## config.mk

```make
export PLATFORM = sky130hd
export DESIGN_NAME = phxDecodeFront
export DESIGN_NICKNAME = d
export VERILOG_FILES = /design/src/logic/phxIsaPkg.sv /design/src/logic/phxPipePkg.sv /design/src/logic/phxPrefixMerge.sv /design/src/logic/phxDecoder.sv /design/src/logic/phxModeStack.sv /design/src/logic/phxDecodeFront.sv
export SDC_FILE = /design/constraint.sdc
export NUM_CORES = 1
export LEC_CHECK = 0
export BUFFER_PORTS_ARGS = -buffer_cell sky130_fd_sc_hd__buf_2
export CORE_MARGIN = 4
export CORE_UTILIZATION = 55
export CTS_CLUSTER_DIAMETER = 40
export DETAILED_ROUTE_END_ITERATION = 10
export PLACE_DENSITY_LB_ADDON = 0.05
export SLEW_MARGIN = 10
export SYNTH_ARGS = -nofsm -noshare
export SYNTH_HDL_FRONTEND = slang
export SYNTH_SLANG_ARGS = --single-unit
```

## constraint.sdc

```tcl
create_clock -name clk -period 4.65 [get_ports clk]
set_input_delay 0.2325 -clock clk [delete_from_list [all_inputs] [get_ports clk]]
set_output_delay 0.2325 -clock clk [all_outputs]
set_load 0.01 [all_outputs]
```

## src/logic/phxIsaPkg.sv

```systemverilog
package phxIsaPkg;

	// ====================
	// Opcodes and function codes
	// ====================

	typedef enum logic [5:0] {
		R2 = 6'd0,
		ADDI = 6'd4, SUBFI = 6'd5, ANDI = 6'd8, ORI = 6'd9, XORI = 6'd10, CMPI = 6'd11,
		LDB = 6'd16, LDBU = 6'd17, LDW = 6'd18, LDWU = 6'd19, LDT = 6'd20,
		STB = 6'd24, STW = 6'd25, STT = 6'd26,
		Bcc = 6'd28, CALL = 6'd32, BSR = 6'd33, RET = 6'd34,
		CSR = 6'd36, FMA = 6'd40,
		NOP = 6'd61, BRK = 6'd62, PFX = 6'd63
	} Opcode;

	// Function codes of the R2 major opcode
	typedef enum logic [5:0] {
		R1 = 6'd1,
		ADD = 6'd4, SUB = 6'd5, AND = 6'd8, OR = 6'd9, XOR = 6'd10,
		SLL = 6'd12, SRL = 6'd13, SRA = 6'd14,
		LDBX = 6'd16, LDBUX = 6'd17, LDWX = 6'd18, LDWUX = 6'd19, LDTX = 6'd20,
		STBX = 6'd24, STWX = 6'd25, STTX = 6'd26
	} R2Func;

	// Under R1 the Rb field carries a sub-operation
	localparam logic [6:0] RTI = 7'd1;
	localparam logic [6:0] REX = 7'd2;

	// ====================
	// Registers
	// ====================

	typedef struct packed {
		logic vec;
		logic [5:0] num;
	} RegSpec;

	localparam logic [6:0] RegSp = 7'd31;
	// Banked stack pointers live at 52 to 55, one past this base per mode
	localparam logic [6:0] SpBankBase = 7'd51;
	localparam logic [6:0] LinkBase = 7'd48;

	// ====================
	// Instruction formats
	// ====================

	typedef union packed {
		struct packed {logic [33:0] body; Opcode opcode;} any;
		struct packed {
			R2Func func;
			logic [2:0] pad;
			logic [2:0] Rm;
			logic m;
			RegSpec Rb;
			RegSpec Ra;
			RegSpec Rt;
			Opcode opcode;
		} r2;
		struct packed {logic [15:0] imm; logic [3:0] pad; RegSpec Ra; RegSpec Rt; Opcode opcode;} ri;
		struct packed {logic [15:0] disp; logic [3:0] pad; RegSpec Ra; RegSpec Rt; Opcode opcode;} ls;
		struct packed {logic [15:0] disp; logic [3:0] pad; RegSpec Ra; RegSpec Rt; Opcode opcode;} br;
		struct packed {logic [31:0] target; logic [1:0] Rt; Opcode opcode;} call;
		struct packed {
			logic [5:0] pad;
			RegSpec Rc;
			RegSpec Rb;
			RegSpec Ra;
			RegSpec Rt;
			Opcode opcode;
		} f3;
		struct packed {logic [15:0] imm; logic [1:0] func; logic [15:0] pad; Opcode opcode;} csr;
		struct packed {logic [15:0] imm; logic [17:0] pad; Opcode opcode;} pfx;
	} Instruction;

endpackage

```

## src/logic/phxPipePkg.sv

```systemverilog
package phxPipePkg;

	// ====================
	// Memory and mode codes
	// ====================

	typedef enum logic [1:0] {
		MemByte = 2'd0,
		MemWyde = 2'd1,
		MemTetra = 2'd2,
		MemVect = 2'd3
	} MemSize;

	// Selects which stack pointer stands in for register 31
	typedef logic [2:0] SpSel;

	localparam SpSel ModeUser = 3'd0;
	localparam SpSel ModeBreak = 3'd4;
	localparam SpSel SpBankFirst = 3'd1;
	localparam SpSel SpBankLast = 3'd4;

	// ====================
	// Pipeline bundles
	// ====================

	typedef struct packed {
		logic v;
		phxIsaPkg::Instruction insn;
		logic pfxValid;
		logic [15:0] pfxImm;
	} FetchBundle;

	typedef struct packed {
		logic v;
		phxIsaPkg::RegSpec Ra;
		phxIsaPkg::RegSpec Rb;
		phxIsaPkg::RegSpec Rc;
		phxIsaPkg::RegSpec Rt;
		logic hasRa;
		logic hasRb;
		logic hasRc;
		logic hasRt;
		logic rfwr;
		logic vrfwr;
		logic [31:0] imm;
		logic load;
		logic loadu;
		logic loadr;
		logic loadn;
		logic store;
		logic storer;
		logic storen;
		MemSize memsz;
		logic br;
		logic cjb;
		logic csr;
		logic csrrd;
		logic csrrw;
		logic csrrc;
		logic csrrs;
		logic brk;
		logic rti;
		logic rex;
		logic multicycle;
		logic isVector;
		logic needSteps;
	} DecodeBus;

endpackage

```

## src/logic/phxPrefixMerge.sv

```systemverilog
module phxPrefixMerge (
	input logic clk,
	input logic rstN,
	input logic insnValid,
	input phxIsaPkg::Instruction insnWord,
	output phxPipePkg::FetchBundle bundle
);

	logic isPfx;
	logic pfxPending;
	logic [15:0] pfxHeld;
	logic outV;
	phxIsaPkg::Instruction outInsn;
	logic outPfxValid;
	logic [15:0] outPfxImm;

	assign isPfx = insnWord.any.opcode == phxIsaPkg::PFX;

	// A prefix arms the pending flag and any other strobed word disarms it
	always_ff @(posedge clk or negedge rstN) begin
		if (!rstN) begin
			pfxPending <= 1'b0;
			outV <= 1'b0;
		end else begin
			outV <= insnValid && !isPfx;
			if (insnValid)
				pfxPending <= isPfx;
		end
	end

	// Latest prefix wins, so a second prefix simply overwrites the held bits
	always_ff @(posedge clk) begin
		if (insnValid && isPfx)
			pfxHeld <= insnWord.pfx.imm;
		if (insnValid && !isPfx) begin
			outInsn <= insnWord;
			outPfxValid <= pfxPending;
			outPfxImm <= pfxHeld;
		end
	end

	always_comb begin
		bundle.v = outV;
		bundle.insn = outInsn;
		bundle.pfxValid = outPfxValid;
		bundle.pfxImm = outPfxImm;
	end

endmodule

```

## src/logic/phxDecoder.sv

```systemverilog
module phxDecoder (
	input phxPipePkg::FetchBundle bundle,
	input phxPipePkg::SpSel spSel,
	output phxPipePkg::DecodeBus deco
);

	phxIsaPkg::Instruction insn;
	phxIsaPkg::Opcode op;
	phxIsaPkg::R2Func fn;
	phxIsaPkg::RegSpec rawRt;
	phxIsaPkg::RegSpec rawRc;
	logic aluR;
	logic aluI;
	logic idxLoad;
	logic idxStore;
	logic regLoad;
	logic regStore;
	logic isR1;
	logic isCall;
	logic writes;

	// Register 31 is swapped for the banked stack pointer of the current mode
	function automatic phxIsaPkg::RegSpec remapSp(
		input phxIsaPkg::RegSpec r,
		input phxPipePkg::SpSel sel
	);
		phxIsaPkg::RegSpec res;
		res = r;
		if (r == phxIsaPkg::RegSp && sel >= phxPipePkg::SpBankFirst
				&& sel <= phxPipePkg::SpBankLast)
			res = phxIsaPkg::RegSpec'(phxIsaPkg::SpBankBase + 7'(sel));
		return res;
	endfunction

	assign insn = bundle.insn;
	assign op = insn.any.opcode;
	assign fn = insn.r2.func;

	// ====================
	// Instruction classes
	// ====================

	assign aluR = op == phxIsaPkg::R2 && fn inside {phxIsaPkg::ADD, phxIsaPkg::SUB,
		phxIsaPkg::AND, phxIsaPkg::OR, phxIsaPkg::XOR, phxIsaPkg::SLL, phxIsaPkg::SRL,
		phxIsaPkg::SRA};
	assign idxLoad = op == phxIsaPkg::R2 && fn inside {phxIsaPkg::LDBX, phxIsaPkg::LDBUX,
		phxIsaPkg::LDWX, phxIsaPkg::LDWUX, phxIsaPkg::LDTX};
	assign idxStore = op == phxIsaPkg::R2
		&& fn inside {phxIsaPkg::STBX, phxIsaPkg::STWX, phxIsaPkg::STTX};
	assign isR1 = op == phxIsaPkg::R2 && fn == phxIsaPkg::R1;
	assign aluI = op inside {phxIsaPkg::ADDI, phxIsaPkg::SUBFI, phxIsaPkg::ANDI,
		phxIsaPkg::ORI, phxIsaPkg::XORI, phxIsaPkg::CMPI};
	assign regLoad = op inside {phxIsaPkg::LDB, phxIsaPkg::LDBU, phxIsaPkg::LDW,
		phxIsaPkg::LDWU, phxIsaPkg::LDT};
	assign regStore = op inside {phxIsaPkg::STB, phxIsaPkg::STW, phxIsaPkg::STT};
	assign isCall = op inside {phxIsaPkg::CALL, phxIsaPkg::BSR};

	// Classes that produce a result in a register file
	assign writes = aluR || idxLoad || aluI || regLoad || isCall || op == phxIsaPkg::FMA
		|| op == phxIsaPkg::CSR || op == phxIsaPkg::RET;

	// Branches and stores read their data operand from the Rt field
	assign rawRc = (op == phxIsaPkg::Bcc || regStore || idxStore) ? insn.r2.Rt : insn.f3.Rc;

	always_comb begin
		case (op)
		phxIsaPkg::R2:
			rawRt = (aluR || idxLoad || idxStore) ? insn.r2.Rt : '0;
		phxIsaPkg::ADDI, phxIsaPkg::SUBFI, phxIsaPkg::ANDI, phxIsaPkg::ORI,
		phxIsaPkg::XORI, phxIsaPkg::CMPI, phxIsaPkg::RET, phxIsaPkg::CSR:
			rawRt = insn.ri.Rt;
		phxIsaPkg::LDB, phxIsaPkg::LDBU, phxIsaPkg::LDW, phxIsaPkg::LDWU, phxIsaPkg::LDT,
		phxIsaPkg::STB, phxIsaPkg::STW, phxIsaPkg::STT:
			rawRt = insn.ls.Rt;
		phxIsaPkg::FMA:
			rawRt = insn.f3.Rt;
		phxIsaPkg::Bcc:
			rawRt = insn.br.Rt;
		// Link registers 49 to 51, zero means no link
		phxIsaPkg::CALL, phxIsaPkg::BSR:
			rawRt = (insn.call.Rt == 2'd0) ? '0
				: phxIsaPkg::RegSpec'(phxIsaPkg::LinkBase + 7'(insn.call.Rt));
		default:
			rawRt = '0;
		endcase
	end

	// ====================
	// Decode bus
	// ====================

	always_comb begin
		deco = '0;
		deco.v = bundle.v;

		deco.Ra = remapSp(insn.r2.Ra, spSel);
		deco.Rb = remapSp(insn.r2.Rb, spSel);
		deco.Rc = remapSp(rawRc, spSel);
		deco.Rt = remapSp(rawRt, spSel);
		deco.hasRa = op != phxIsaPkg::PFX && !isCall;
		deco.hasRb = (op == phxIsaPkg::R2 && !isR1) || op == phxIsaPkg::FMA;
		deco.hasRc = op == phxIsaPkg::FMA;
		deco.hasRt = op != phxIsaPkg::PFX;

		// Never write scalar register zero
		deco.vrfwr = writes && rawRt.vec;
		deco.rfwr = writes && !rawRt.vec && rawRt != '0;

		if (aluI || op == phxIsaPkg::RET || op == phxIsaPkg::CSR)
			deco.imm = {{16{insn.ri.imm[15]}}, insn.ri.imm};
		else if (regLoad || regStore)
			deco.imm = {{16{insn.ls.disp[15]}}, insn.ls.disp};
		else if (op == phxIsaPkg::Bcc)
			deco.imm = {{16{insn.br.disp[15]}}, insn.br.disp};
		else if (isCall)
			deco.imm = insn.call.target;
		if (bundle.pfxValid)
			deco.imm[31:16] = bundle.pfxImm;

		deco.loadr = regLoad;
		deco.loadn = idxLoad;
		deco.storer = regStore;
		deco.storen = idxStore;
		deco.load = regLoad || idxLoad;
		deco.store = regStore || idxStore;
		deco.loadu = op inside {phxIsaPkg::LDBU, phxIsaPkg::LDWU}
			|| (op == phxIsaPkg::R2 && fn inside {phxIsaPkg::LDBUX, phxIsaPkg::LDWUX});

		if (op inside {phxIsaPkg::LDB, phxIsaPkg::LDBU, phxIsaPkg::STB}
				|| (op == phxIsaPkg::R2
				&& fn inside {phxIsaPkg::LDBX, phxIsaPkg::LDBUX, phxIsaPkg::STBX}))
			deco.memsz = phxPipePkg::MemByte;
		else if (op inside {phxIsaPkg::LDW, phxIsaPkg::LDWU, phxIsaPkg::STW}
				|| (op == phxIsaPkg::R2
				&& fn inside {phxIsaPkg::LDWX, phxIsaPkg::LDWUX, phxIsaPkg::STWX}))
			deco.memsz = phxPipePkg::MemWyde;
		else
			deco.memsz = phxPipePkg::MemTetra;

		deco.isVector = (deco.hasRt && deco.Rt.vec) || (deco.hasRa && deco.Ra.vec)
			|| (deco.hasRb && deco.Rb.vec) || (deco.hasRc && deco.Rc.vec);

		// The index register only counts as a vector operand for indexed accesses
		if ((deco.hasRa && deco.Ra.vec) || ((idxLoad || idxStore) && deco.hasRb && deco.Rb.vec)
				|| (deco.hasRt && deco.Rt.vec))
			deco.memsz = phxPipePkg::MemVect;
		deco.needSteps = deco.memsz == phxPipePkg::MemVect
			&& !((regLoad || regStore) && !deco.Ra.vec);

		deco.br = op == phxIsaPkg::Bcc;
		deco.cjb = isCall;
		deco.csr = op == phxIsaPkg::CSR;
		deco.csrrd = deco.csr && insn.csr.func == 2'd0;
		deco.csrrw = deco.csr && insn.csr.func == 2'd1;
		deco.csrrc = deco.csr && insn.csr.func == 2'd2;
		deco.csrrs = deco.csr && insn.csr.func == 2'd3;

		deco.brk = op == phxIsaPkg::BRK;
		deco.rti = isR1 && insn.r2.Rb == phxIsaPkg::RTI;
		deco.rex = isR1 && insn.r2.Rb == phxIsaPkg::REX;
		deco.multicycle = op == phxIsaPkg::FMA;
	end

endmodule

```

## src/logic/phxModeStack.sv

```systemverilog
module phxModeStack #(
	parameter int ModeDepth = 4
) (
	input logic clk,
	input logic rstN,
	input phxPipePkg::DecodeBus deco,
	output phxPipePkg::SpSel spSel
);

	localparam int CntW = $clog2(ModeDepth + 1);

	phxPipePkg::SpSel mode;
	phxPipePkg::SpSel stack [ModeDepth];
	logic [CntW-1:0] count;
	logic doPush;
	logic doPop;

	assign doPush = deco.v && deco.brk;
	assign doPop = deco.v && deco.rti;

	// A pop from an empty stack falls back to user mode
	always_ff @(posedge clk or negedge rstN) begin
		if (!rstN) begin
			mode <= phxPipePkg::ModeUser;
			count <= '0;
		end else if (doPush) begin
			mode <= phxPipePkg::ModeBreak;
			if (count != CntW'(ModeDepth))
				count <= count + 1'b1;
		end else if (doPop) begin
			mode <= (count != '0) ? stack[0] : phxPipePkg::ModeUser;
			if (count != '0)
				count <= count - 1'b1;
		end
	end

	// Entry 0 is the top, a push into a full stack drops the bottom entry
	always_ff @(posedge clk) begin
		if (doPush) begin
			stack[0] <= mode;
			for (int i = 1; i < ModeDepth; i++)
				stack[i] <= stack[i-1];
		end else if (doPop) begin
			for (int i = 0; i < ModeDepth - 1; i++)
				stack[i] <= stack[i+1];
		end
	end

	assign spSel = mode;

endmodule

```

## src/logic/phxDecodeFront.sv

```systemverilog
module phxDecodeFront #(
	parameter int ModeDepth = 4
) (
	input logic clk,
	input logic rstN,
	input logic insnValid,
	input phxIsaPkg::Instruction insnWord,
	output phxPipePkg::DecodeBus deco
);

	phxPipePkg::FetchBundle bundle;
	phxPipePkg::SpSel spSel;

	phxPrefixMerge merge (
		.clk(clk),
		.rstN(rstN),
		.insnValid(insnValid),
		.insnWord(insnWord),
		.bundle(bundle)
	);

	phxDecoder decoder (
		.bundle(bundle),
		.spSel(spSel),
		.deco(deco)
	);

	// Mode follows decoded break and return one cycle behind decode
	phxModeStack #(
		.ModeDepth(ModeDepth)
	) modeStack (
		.clk(clk),
		.rstN(rstN),
		.deco(deco),
		.spSel(spSel)
	);

endmodule

```

==> impl_metrics.sql <==
INSERT INTO impl_metrics (metric_group, metric, value, unit) VALUES
('critical_path', 'crit_path_max_fanout', '20', ''),
('synth', 'synth-simple-area-share', '16.0', '%'),
('critical_path', 'crit_path_top_delay_cell', 'o21ai_1', ''),
('layout', 'multiInputGateArea', '0.00196', 'mm2'),
('synth', 'synth_compound_gate_area_share', '15.6', '%'),
('global_routing', 'grt_max_degree', '40', ''),
('clock_tree', 'cts_made_buffers', '9', ''),
('clock_tree', 'clock_sinks', '93', ''),
('clock_tree', 'worst_skew_pair.late_latency', '0.36', 'ns'),
('synth', 'synthesized_nets', '483', ''),
('synth', 'muxShareOfSynthArea', '6.07', '%'),
('clock_tree', 'clock_tree_from_tritoncts', 'built', ''),
('critical_path', 'worst_ep_required_time', '4.42', 'ns'),
('clock_tree', 'ctsHtreeMaxLevel', '3', ''),
('power', 'ir_worst_vdd', '0.220', 'mV'),
('critical_path', 'cp_slowest_stage_delay', '0.87', 'ns'),
('synth', 'synth.yosys.seq_area_share', '55.4', '%'),
('global_routing', 'track_usage', '25.6', '%'),
('critical_path', 'critical_path.n_buffers_inverters', '1', ''),
('critical_path', 'largest_delay_contributor_family_on_the_critical_path', 'compound AO/OA/AOI/OAI gates', ''),
('die', 'top_level_ports', '132', ''),
('outcome', 'outcome', 'finished, final reports clean', ''),
('hold_path', 'min-delay-path-class', 'in2reg', ''),
('synth', 'synth_area_per_cell', '11.4', 'um2'),
('synth', 'edff_count_synth', '85', ''),
('sta', 'final.setup_skew', '0.00823', 'ns'),
('synth', 'synth_area', '0.00497', 'mm2'),
('layout', 'layout.area.seq', '0.00275', 'mm2'),
('power', 'cellLeakagePower', '0.00242', 'uW'),
('die', 'core_area', '0.00876', 'mm2'),
('synth', 'synth.lib_cells_used.distinct', '65', ''),
('critical_path', 'worstSetupStartpointType', 'register', ''),
('synth', 'synth_fa_ha_area_share', '1.36', '%'),
('clock_tree', 'cts-root-buf', 'clkbuf_8', ''),
('clock_tree', 'cts_setup_buffers', '0', ''),
('critical_path', 'critical_path_endpoint', 'deco[52]', ''),
('drt', 'drt-total-wl', '13400', 'um'),
('synth', 'netlist.area_leader.share', '51.3', '%'),
('place', 'total_of_buffers_placed_on_input_and_output_ports', '131', ''),
('critical_path', 'reg2reg_depth', '4', ''),
('sta', 'maxSlewHeadroom', '22.5', '%'),
('clock_tree', 'path_clk_slew', '0.09', 'ns'),
('place', 'gp_congestion', '0.911', ''),
('critical_path', 'crit_path_end_kind', 'primary output', ''),
('drt', 'detail-route-antenna-nets', '0', ''),
('synth', 'yosysWarningCount', '0', ''),
('clock_tree', 'cts-root-to-sink-buffers', '2', ''),
('layout', 'proportion_of_layout_cells_with_a_drive_suffix_above_1', '33.3', '%'),
('critical_path', 'crit_path_cell_trace', 'nand2b_1, a21oi_1, o21ba_2, o21ai_1, o311ai_0, buf_2', ''),
('sta', 'fmax', '303', 'MHz'),
('synth', 'post_synth_xor_area_fraction', '0.352', '%'),
('synth', 'ys_ff_latch', '93', ''),
('die', 'initial_core_util', '56.7', '%'),
('die', 'die_y', '103', 'um'),
('die', 'die_width', '103', 'um'),
('sta', 'fin_tns_setup', '0', 'ns'),
('synth', 'asyncSetResetFlopFracSynth', '8.60', '%'),
('drt', 'drt-wirelength-per-cell', '20.3', 'um'),
('critical_path', 'timing.critical_path.from', 'merge.outInsn[5]', ''),
('drt', 'route.detailed.drc', '0', ''),
('synth', 'synth_ff_type', 'edfxtp_1', ''),
('power', 'power_density', '331', 'mW/mm2'),
('drt', 'detailedRoute.firstIterationViolations', '250', ''),
('critical_path', 'regToRegEndpoint', 'modeStack.stack[1][1]', ''),
('place', 'placement.setup.worst_slack', '1.72', 'ns'),
('global_routing', 'globalRoute.totalOverflow', '0', ''),
('sta', 'rsz0062_at_grt', 'no', ''),
('synth', 'synth_largest_area_cell', 'edfxtp_1', ''),
('synth', 'syn_inst', '436', ''),
('layout', 'area_delta_synth_final', '17.1', '%'),
('global_routing', 'number_of_antenna_violations_at_the_first_check_in_global_routing', '0', '');
-- state kept, by name, indices dropped and copies added (netlist names) --
signal and flops:
merge.outInsn 40, merge.outV 1, merge.outPfxValid 1, merge.pfxPending 1, modeStack.count 3, merge.outPfxImm 16, modeStack.stack 12, modeStack.spSel 3
merge.pfxHeld 16
-- worst min path at each step --
stage                 from               end  slack [ns]  cells past startpoint
2_1_floorplan         rstN        merge.outV       -0.06                      0
3_3_place_gp          rstN  merge.pfxPending        0.12                      1
3_5_place_dp          rstN  merge.pfxPending        0.12                      1
4_1_cts        insnWord[6]  merge.outInsn[6]        0.03                      1
5_1_grt        insnWord[6]  merge.outInsn[6]        0.02                      1
6_report       insnWord[6]  merge.outInsn[6]        0.04                      1
-- kinds of logic (layout without fill, tap and decap cells) --
family          count (synthesis)  in the layout
xor+xnor                        2              2
compound gates                109            109
simple gates                  149            149
flops                          93             93
buf+inv                        54            167
fa+ha+maj                       5              5
mux                            24             24
-- worst register-to-register path: stages, from the launching register on --
cell      delay [ns]
edfxtp_1        0.55
or4_4           0.60
nor4_2          0.22
nand4_1         0.62
nand2_1         0.61
-- layout by cell type (no fill, tap or decap), types with 5 or more instances in the layout --
cell type / synthesis / layout
buf_2: 5 / 131
edfxtp_1: 85 / 85
nand2_1: 53 / 53
a21oi_1: 19 / 19
nor2_1: 18 / 18
o21ai_0: 18 / 18
o211ai_1: 17 / 17
a22o_1: 17 / 17
inv_1: 15 / 15
nand3_1: 12 / 12
nor2b_1: 11 / 10
clkbuf_8: 0 / 9
nand4_1: 8 / 8
mux2_4: 8 / 8
mux2i_1: 8 / 8
dfrtp_1: 8 / 8
or2_2: 7 / 7
mux2_2: 7 / 7
nor3_1: 6 / 6
nand2b_1: 6 / 6
a21boi_0: 6 / 6
a31oi_1: 5 / 5
-- repair_timing --
item | in CTS | in global routing
endpoints found under the hold margin | 8 | 0
endpoints found under the setup margin | 0 | 0
hold buffers | 1 | 0
-- area by class of cell --
cell class,count,share of cell area [%]
clock buffers,10,2.19
inverters,16,1.03
repair buffers,136,12.0
clock inverters,5,1.46
well taps,108,2.32
multi-input cells,289,33.7
flip-flops and latches,93,47.3
-- layer usage --
| metal | vias to the layer above | part of all wire (%) | global-route usage (%) |
|---|---|---|---|
| met5 | - | 0 | 0 |
| met4 | 0 | 3.1 | 9.16 |
| met3 | 32 | 8.1 | 4.74 |
| met2 | 212 | 47 | 38.3 |
| met1 | 1912 | 42 | 37.6 |
| li1 | 1847 | - | - |
-- Yosys cell counts (all sizes together) (2+ instances only) --
cell	count
clkbuf	21
o21bai	2
or2	7
nand2	53
or4	2
nor3	6
dfrtp	8
and2	4
a211oi	4
a21oi	19
o21ai	22
inv	15
o211ai	17
nand4	8
nor2b	11
a22oi	2
mux2i	9
a21o	4
nor4bb	2
xor2	2
edfxtp	85
nor4	5
and3	2
mux2	15
nand4b	4
a22o	17
nor3b	3
a31oi	5
nor2	19
nand2b	6
a21boi	6
buf	17
nand3	12
ha	3
or3	2
-- metrics by stage --
step	power [uW]	hold slack, ns	instances	instance area [um2]
3_5_place_dp	1350	0.124	641	5600
3_3_place_gp	1350	0.118	641	5600
2_1_floorplan	1220	-0.0631	436	4970
5_1_grt	2000	0.0217	657	5820
6_report	1920	0.0421	657	5820
4_1_cts	1930	0.0326	657	5820
-- power by group --
group	switching, uW	total (uW)	internal [uW]
combinational	180	311	131
clock	283	586	303
sequential	71.1	1030	956
Note: power is estimated with default switching activity, not from simulation.
